File: config.mk
export PLATFORM = sky130hd
export DESIGN_NAME = rdma_sq_gate
export DESIGN_NICKNAME = d
export VERILOG_FILES = /design/src/design/rdma_pkg.sv /design/src/design/sq_dispatch.sv /design/src/design/sq_credit_lane.sv /design/src/design/sq_arbiter.sv /design/src/design/ack_router.sv /design/src/design/rdma_sq_gate.sv
export SDC_FILE = /design/constraint.sdc
export NUM_CORES = 1
export LEC_CHECK = 0
export ABC_CLOCK_PERIOD_IN_PS = 7300
export BUFFER_PORTS_ARGS = -buffer_cell sky130_fd_sc_hd__buf_2
export CAP_MARGIN = 5
export CORE_ASPECT_RATIO = 0.7
export CORE_MARGIN = 2
export CORE_UTILIZATION = 30
export DETAILED_ROUTE_END_ITERATION = 12
export PLACE_DENSITY = 0.45
export SYNTH_ARGS = -nofsm -noshare
export SYNTH_HDL_FRONTEND = slang
export SYNTH_SLANG_ARGS = --single-unit
File: constraint.sdc
create_clock -name nclk -period 7.3 [get_ports nclk]
set_input_delay 0.73 -clock nclk [delete_from_list [all_inputs] [get_ports nclk]]
set_output_delay 0.73 -clock nclk [all_outputs]
set_load 0.05 [all_outputs]
File: src/design/rdma_pkg.sv
// ======================================================================
// Shared widths, offsets and payload structs of the send-queue gate
// Modules import this package for command and acknowledgement types
// ======================================================================
package rdma_pkg;

  // Lane layout
  localparam int N_LANES   = 4;
  localparam int LANE_BITS = 2;

  // Credit limit per lane
  localparam int RDMA_MAX_OUTSTANDING = 8;
  localparam int CNT_BITS             = 4;

  // Field widths
  localparam int RDMA_QPN_BITS    = 10;
  localparam int RDMA_OPCODE_BITS = 5;
  localparam int VADDR_BITS       = 48;
  localparam int LEN_BITS         = 28;
  localparam int RDMA_SNDRM_BITS  = 8;
  localparam int RDMA_MSN_BITS    = 24;

  // Flat engine command word, opcode at bit 0
  localparam int SQ_QPN_OFS   = RDMA_OPCODE_BITS;
  localparam int SQ_HOST_OFS  = SQ_QPN_OFS + RDMA_QPN_BITS;
  localparam int SQ_MODE_OFS  = SQ_HOST_OFS + 1;
  localparam int SQ_VADDR_OFS = SQ_MODE_OFS + 1;
  localparam int SQ_LEN_OFS   = SQ_VADDR_OFS + VADDR_BITS;
  localparam int RDMA_REQ_BITS = SQ_LEN_OFS + LEN_BITS;

  // Raw acknowledgement word, is_nak at bit 0
  localparam int ACK_QPN_OFS   = 1;
  localparam int ACK_SNDRM_OFS = ACK_QPN_OFS + RDMA_QPN_BITS;
  localparam int ACK_MSN_OFS   = ACK_SNDRM_OFS + RDMA_SNDRM_BITS;
  localparam int RDMA_ACK_BITS = ACK_MSN_OFS + RDMA_MSN_BITS;

  // User command
  typedef struct packed {
    logic [RDMA_OPCODE_BITS-1:0] opcode;
    logic [RDMA_QPN_BITS-1:0]    qpn;
    logic                        host;
    logic                        mode;
    logic [VADDR_BITS-1:0]       vaddr;
    logic [LEN_BITS-1:0]         len;
  } rdma_sq_t;

  // Acknowledgement from the packet engine
  typedef struct packed {
    logic                       is_nak;
    logic [RDMA_QPN_BITS-1:0]   qpn;
    logic [RDMA_SNDRM_BITS-1:0] syndrome;
    logic [RDMA_MSN_BITS-1:0]   msn;
  } rdma_ack_t;

endpackage

File: src/design/sq_dispatch.sv
// ======================================================================
// Steers each user command to the credit lane picked by its qpn
// Combinational; the selected lane's ready is returned upstream
// ======================================================================
`timescale 1ns/1ps

module sq_dispatch (
  input  logic                            s_sq_valid,
  output logic                            s_sq_ready,
  input  rdma_pkg::rdma_sq_t              s_sq_data,

  output logic [rdma_pkg::N_LANES-1:0]    lane_in_valid,
  input  logic [rdma_pkg::N_LANES-1:0]    lane_in_ready,
  output rdma_pkg::rdma_sq_t              lane_in_data
);

  import rdma_pkg::*;

  logic [LANE_BITS-1:0] sel;

  // Lane taken from the low qpn bits
  assign sel = s_sq_data.qpn[LANE_BITS-1:0];

  // Payload fans out to all lanes, only one sees valid
  assign lane_in_data = s_sq_data;

  always_comb begin
    lane_in_valid      = '0;
    lane_in_valid[sel] = s_sq_valid;
  end

  assign s_sq_ready = lane_in_ready[sel];

endmodule

File: src/design/sq_credit_lane.sv
// ======================================================================
// One credit lane: outstanding-command counter and one-entry register
// Admits a command only while credits remain and the register frees
// ======================================================================
`timescale 1ns/1ps

module sq_credit_lane (
  input  logic               nclk,
  input  logic               nresetn,

  // From dispatch
  input  logic               in_valid,
  output logic               in_ready,
  input  rdma_pkg::rdma_sq_t in_data,

  // To arbiter
  output logic               out_valid,
  input  logic               out_ready,
  output rdma_pkg::rdma_sq_t out_data,

  // Credit return pulse
  input  logic               ack
);

  import rdma_pkg::*;

  localparam logic [CNT_BITS-1:0] CREDIT_MAX = CNT_BITS'(RDMA_MAX_OUTSTANDING);

  logic [CNT_BITS-1:0] cnt_q;
  logic [CNT_BITS-1:0] cnt_d;
  logic                has_credit;
  logic                slot_free;
  logic                accept;
  logic                release_credit;

  assign has_credit = (cnt_q < CREDIT_MAX);

  // Register is empty or being drained this cycle
  assign slot_free = ~out_valid | out_ready;

  assign in_ready = has_credit & slot_free;
  assign accept   = in_valid & in_ready;

  // Stray ack on an idle lane is dropped
  assign release_credit = ack & (cnt_q != '0);

  always_comb begin
    cnt_d = cnt_q;
    case ({accept, release_credit})
      2'b10:   cnt_d = cnt_q + 1'b1;
      2'b01:   cnt_d = cnt_q - 1'b1;
      default: cnt_d = cnt_q;
    endcase
  end

  always_ff @(posedge nclk) begin
    if (!nresetn) begin
      cnt_q     <= '0;
      out_valid <= 1'b0;
    end else begin
      cnt_q <= cnt_d;
      if (accept) begin
        out_valid <= 1'b1;
      end else if (out_ready) begin
        out_valid <= 1'b0;
      end
    end
  end

  // Payload register
  always_ff @(posedge nclk) begin
    if (accept) begin
      out_data <= in_data;
    end
  end

endmodule

File: src/design/sq_arbiter.sv
// ======================================================================
// Round-robin drain of the credit lanes toward the packet engine
// Grants one lane per free slot and registers the flat command word
// ======================================================================
`timescale 1ns/1ps

module sq_arbiter (
  input  logic                                 nclk,
  input  logic                                 nresetn,

  input  logic [rdma_pkg::N_LANES-1:0]         lane_out_valid,
  output logic [rdma_pkg::N_LANES-1:0]         lane_out_ready,
  input  rdma_pkg::rdma_sq_t                   lane_out_data [rdma_pkg::N_LANES],

  output logic                                 m_sq_valid,
  input  logic                                 m_sq_ready,
  output logic [rdma_pkg::RDMA_REQ_BITS-1:0]   m_sq_data
);

  import rdma_pkg::*;

  logic [LANE_BITS-1:0] last_q;
  logic [LANE_BITS-1:0] grant_idx;
  logic [LANE_BITS-1:0] cand;
  logic                 found;
  logic                 take;
  logic                 grant;

  // Engine native layout, opcode in the low bits
  function automatic logic [RDMA_REQ_BITS-1:0] pack_req(input rdma_sq_t c);
    logic [RDMA_REQ_BITS-1:0] w;
    w = '0;
    w[0 +: RDMA_OPCODE_BITS]         = c.opcode;
    w[SQ_QPN_OFS +: RDMA_QPN_BITS]   = c.qpn;
    w[SQ_HOST_OFS]                   = c.host;
    w[SQ_MODE_OFS]                   = c.mode;
    w[SQ_VADDR_OFS +: VADDR_BITS]    = c.vaddr;
    w[SQ_LEN_OFS +: LEN_BITS]        = c.len;
    return w;
  endfunction

  // Search starts one past the last winner
  always_comb begin
    grant_idx = last_q;
    found     = 1'b0;
    cand      = last_q;
    for (int i = 1; i <= N_LANES; i++) begin
      cand = last_q + LANE_BITS'(i);
      if (!found && lane_out_valid[cand]) begin
        found     = 1'b1;
        grant_idx = cand;
      end
    end
  end

  assign take  = ~m_sq_valid | m_sq_ready;
  assign grant = take & found;

  always_comb begin
    lane_out_ready            = '0;
    lane_out_ready[grant_idx] = grant;
  end

  always_ff @(posedge nclk) begin
    if (!nresetn) begin
      m_sq_valid <= 1'b0;
      last_q     <= '0;
    end else if (grant) begin
      m_sq_valid <= 1'b1;
      last_q     <= grant_idx;
    end else if (m_sq_ready) begin
      m_sq_valid <= 1'b0;
    end
  end

  always_ff @(posedge nclk) begin
    if (grant) begin
      m_sq_data <= pack_req(lane_out_data[grant_idx]);
    end
  end

endmodule

File: src/design/ack_router.sv
// ======================================================================
// Unpacks engine acknowledgements into credit pulses for the lanes
// Also keeps running totals of all ACK words and of the NAKs among them
// ======================================================================
`timescale 1ns/1ps

module ack_router (
  input  logic                                nclk,
  input  logic                                nresetn,

  // Always accepted, no ready
  input  logic                                ack_valid,
  input  logic [rdma_pkg::RDMA_ACK_BITS-1:0]  ack_data,

  output logic [rdma_pkg::N_LANES-1:0]        lane_ack,
  output logic [31:0]                         ack_count,
  output logic [31:0]                         nak_count
);

  import rdma_pkg::*;

  rdma_ack_t            ack;
  logic [LANE_BITS-1:0] owner;

  // Raw word to struct
  always_comb begin
    ack.is_nak   = ack_data[0];
    ack.qpn      = ack_data[ACK_QPN_OFS +: RDMA_QPN_BITS];
    ack.syndrome = ack_data[ACK_SNDRM_OFS +: RDMA_SNDRM_BITS];
    ack.msn      = ack_data[ACK_MSN_OFS +: RDMA_MSN_BITS];
  end

  assign owner = ack.qpn[LANE_BITS-1:0];

  always_ff @(posedge nclk) begin
    if (!nresetn) begin
      lane_ack  <= '0;
      ack_count <= '0;
      nak_count <= '0;
    end else begin
      lane_ack <= '0;
      if (ack_valid) begin
        // NAK frees its credit as well
        lane_ack[owner] <= 1'b1;
        ack_count       <= ack_count + 32'd1;
        if (ack.is_nak) begin
          nak_count <= nak_count + 32'd1;
        end
      end
    end
  end

endmodule

File: src/design/rdma_sq_gate.sv
// ======================================================================
// Send-queue admission gate between user commands and the packet engine
// Per-lane credit limit, round-robin output, ACK-driven credit return
// ======================================================================
`timescale 1ns/1ps

module rdma_sq_gate (
  input  logic                                nclk,
  input  logic                                nresetn,

  // User commands
  input  logic                                s_sq_valid,
  output logic                                s_sq_ready,
  input  rdma_pkg::rdma_sq_t                  s_sq_data,

  // Engine command word
  output logic                                m_sq_valid,
  input  logic                                m_sq_ready,
  output logic [rdma_pkg::RDMA_REQ_BITS-1:0]  m_sq_data,

  // Engine acknowledgements
  input  logic                                ack_valid,
  input  logic [rdma_pkg::RDMA_ACK_BITS-1:0]  ack_data,

  // Status
  output logic [31:0]                         ack_count,
  output logic [31:0]                         nak_count
);

  import rdma_pkg::*;

  logic [N_LANES-1:0] lane_in_valid;
  logic [N_LANES-1:0] lane_in_ready;
  rdma_sq_t           lane_in_data;

  logic [N_LANES-1:0] lane_out_valid;
  logic [N_LANES-1:0] lane_out_ready;
  rdma_sq_t           lane_out_data [N_LANES];

  logic [N_LANES-1:0] lane_ack;

  sq_dispatch sq_dispatch_i (
    .s_sq_valid    (s_sq_valid),
    .s_sq_ready    (s_sq_ready),
    .s_sq_data     (s_sq_data),
    .lane_in_valid (lane_in_valid),
    .lane_in_ready (lane_in_ready),
    .lane_in_data  (lane_in_data)
  );

  for (genvar i = 0; i < N_LANES; i++) begin : gen_lane
    sq_credit_lane sq_credit_lane_i (
      .nclk      (nclk),
      .nresetn   (nresetn),
      .in_valid  (lane_in_valid[i]),
      .in_ready  (lane_in_ready[i]),
      .in_data   (lane_in_data),
      .out_valid (lane_out_valid[i]),
      .out_ready (lane_out_ready[i]),
      .out_data  (lane_out_data[i]),
      .ack       (lane_ack[i])
    );
  end

  sq_arbiter sq_arbiter_i (
    .nclk           (nclk),
    .nresetn        (nresetn),
    .lane_out_valid (lane_out_valid),
    .lane_out_ready (lane_out_ready),
    .lane_out_data  (lane_out_data),
    .m_sq_valid     (m_sq_valid),
    .m_sq_ready     (m_sq_ready),
    .m_sq_data      (m_sq_data)
  );

  ack_router ack_router_i (
    .nclk      (nclk),
    .nresetn   (nresetn),
    .ack_valid (ack_valid),
    .ack_data  (ack_data),
    .lane_ack  (lane_ack),
    .ack_count (ack_count),
    .nak_count (nak_count)
  );

endmodule

==> flow_summary.json <==
{
  "status": "completed",
  "cts_setup_buffers": 0,
  "synth-async-reset-ratio_pct": 0,
  "synth_compound_area_share_pct": 4.88,
  "cp_cell_sequence": "nor2b_1 -> a21o_1 -> a221oi_4 -> buf_12 -> a31o_2 -> a221oi_1 -> a31oi_1 -> buf_2",
  "antenna_found_initial": 14,
  "cts_buffers": 56,
  "postLayoutCellArea_um2": 25500,
  "vias": 12300,
  "htreeDepth": 2,
  "portBuffers": 259,
  "netlist_instances": 1473,
  "syn_area_um2": 21400,
  "ant_nets": 0,
  "synthTopCellsByArea": "edfxtp_1, dfxtp_1, mux2_2",
  "syn_area_per_cell_um2": 14.6,
  "r2r_setup_slack_ps": 3580,
  "cp_max_fo": 191,
  "start_util_pct": 30.5,
  "cpPeakStageDelay_ps": 710,
  "fin_hold_ws_ps": 305,
  "clock-root-buffer": "clkbuf_16",
  "die_h_um": 228,
  "hp-class": "input port to register",
  "dp.cells": 2630,
  "detail_route.wl_per_cell_um": 18.1,
  "place.gp.congestion": 0.725,
  "first_iter_violations": 741,
  "synthAdderAreaFrac_pct": 0.817,
  "fin_nets": 1889,
  "ios": 300,
  "ys_ff_latch": 556,
  "finalCritPeriodShare_pct": 53.7,
  "die_w_um": 324,
  "m1WireLength_um": 23100,
  "setup_viol": 0,
  "grt_max_degree": 192,
  "vias_per_cell": 4.50,
  "area_growth_pct": 18.9,
  "layout_setup_ws_ps": 3380,
  "synth_edf_count": 465,
  "yosysSeqAreaShare_pct": 73.6,
  "slew_headroom_pct": 28.6,
  "fmax_mhz": 255,
  "yosys.area.top_type": "edfxtp_1",
  "synth_xor_area_share_pct": 2.90,
  "crit_family": "compound AO/OA/AOI/OAI gates",
  "synthSimpleGateAreaFrac_pct": 10.7,
  "top_layer_used": "met5",
  "grt_pass1_wl_um": 73600,
  "firstDrtPassIters": 4,
  "dr_wl_met2_um": 22400,
  "clock_latency_ps": 620,
  "netlist.area_leader.share_pct": 65.1,
  "rows": 81,
  "critPathCaptureType": "primary output",
  "synth_top_family_by_area": "simple AND/OR/NAND/NOR gates",
  "dieArea_um2": 73700,
  "cts_hold_buf": 0,
  "peakVddDrop_uv": 166,
  "dp.final_hpwl_um": 27500,
  "wirelength_um": 49500,
  "syn_nets": 1628,
  "post_cts_resized": 0,
  "clock_skew_ps": 32.1,
  "worstSetupPathType": "register to primary output",
  "startpoint_type": "register",
  "grt_util_all_layers_pct": 13.2,
  "globalRouteOverflowTotal": 0,
  "crit_arrival_ps": 3190,
  "p_leak_uw": 0.00912,
  "yosysUniqueCellTypes": 49,
  "layout.cells.non_filler": 2740,
  "fp.coreArea_um2": 70300,
  "slew_violations": 0,
  "cts_tree": "built",
  "drcViolationCount": 0,
  "rsz0062_at_grt": "false",
  "cp_slowest_cell": "buf_12",
  "fin_crit_ps": 3920,
  "maxCapViolCount": 0,
  "wl_met3_um": 2870,
  "hold_viol": 0,
  "tns_ps": 0,
  "dpl_worst_slack_ps": 3440,
  "cts_buffer_depth": 3,
  "synthMuxAreaShare_pct": 5.17,
  "cts.reportedPaths.clkPinSlew_ps": 60,
  "cp.buffers_inverters": 2,
  "ys_warn_count": 0,
  "cp.required_ps": 6570,
  "drive_above_1_share_pct": 25.6,
  "tightest_slew_ps": 1060,
  "synth_top_flop_cell": "edfxtp_1",
  "p_per_area_nw_per_um2": 300,
  "first_global_vias": 12000,
  "clock_sinks": 556,
  "dpl_cell_area_um2": 23700
}
synth_stat cells (5+ instances only):
library cell and n:
a21boi_0 14, a21oi_1 8, a31oi_1 95, and2_1 62, and3_1 16, and4_1 9, buf_2 42, clkbuf_1 16
dfxtp_1 91, edfxtp_1 465, ha_1 14, inv_1 10, mux2_2 94, mux2i_1 5, nand2_1 222, nand2b_1 5
nand3_1 26, nand4_1 19, nor2_1 98, nor2b_1 11, nor4bb_1 5, o21ai_0 16, or3_1 11, xnor2_1 55
xor2_1 16
registers in the layout, indices dropped and copies added (netlist names):
| register | cells |
|---|---|
| sq_arbiter_i.m_sq_valid | 1 |
| gen_lane.sq_credit_lane_i.out_data | 372 |
| ack_router_i.ack_count | 32 |
| sq_arbiter_i.m_sq_data | 93 |
| ack_router_i.nak_count | 32 |
| gen_lane.sq_credit_lane_i.out_valid | 4 |
| gen_lane.sq_credit_lane_i.cnt_q | 16 |
| sq_arbiter_i.last_q | 2 |
| ack_router_i.lane_ack | 4 |
cell type report:
cell class / count / area [um2]
fill: 6868 / 44800
inverter: 11 / 53.8
clock inverter: 37 / 299
multi-input combinational: 836 / 5280
antenna: 4 / 10.0
sequential: 556 / 15800
timing repair buffer: 273 / 1410
clock buffer: 69 / 1470
tap: 954 / 1190
layer usage:
| metal | vias to the layer above | GRT usage [%] |
|---|---|---|
| li1 | 5942 | - |
| met2 | 218 | 20.4 |
| met1 | 6049 | 18.1 |
| met4 | 22 | 3.82 |
| met5 | - | 0 |
| met3 | 91 | 3.65 |
stage by stage:
step | power (uW) | utilization (%)
after floorplan | 4600 | -
after global placement | 4910 | 33.7
after detailed placement | 4910 | 33.7
after CTS | 7770 | 36.2
after global routing | 7960 | 36.2
final | 7640 | 36.3
cell usage in the layout, fill, tap and decap left out, types with 16 or more instances in the layout:
master / netlist / routed
nand4_1: 19 / 19
xnor2_1: 55 / 55
edfxtp_1: 465 / 465
buf_2: 42 / 259
and2_1: 62 / 62
xor2_1: 16 / 16
and3_1: 16 / 16
a31oi_1: 95 / 95
clkbuf_16: 0 / 57
dfxtp_1: 91 / 91
nand2_1: 222 / 222
nor2_1: 98 / 98
o21ai_0: 16 / 16
nand3_1: 26 / 26
mux2_2: 94 / 94
clkinv_1: 0 / 18
logic make-up (layout without fill, tap and decap cells):
logic type               after synthesis  count (layout)
other                                  0               4
AND/OR/NAND/NOR                      495             495
buffers and inverters                 81             390
multiplexers                          99              99
XOR/XNOR                              71              71
flip-flops                           556             556
AO/OA/AOI/OAI                        157             157
adder cells (fa/ha/maj)               14              14
worst paths after layout:
path,start,endpoint,depth (start not counted)
worst max-delay path,sq_arbiter_i.last_q[0],s_sq_ready,8
worst min-delay path,ack_data[2],ack_router_i.lane_ack[1],2
worst max register to register,sq_arbiter_i.last_q[0],gen_lane[0].sq_credit_lane_i.out_data[18],8
worst min register to register,sq_arbiter_i.m_sq_valid,sq_arbiter_i.m_sq_valid,2
report_power, final:
group | switching [uW] | leakage, uW | internal, uW | total, uW
registers | 57.9 | 0.00502 | 3680 | 3740
clock network | 1220 | 0.000872 | 1600 | 2820
logic | 806 | 0.00323 | 275 | 1080
No activity file was read; power rests on OpenSTA's default activity.
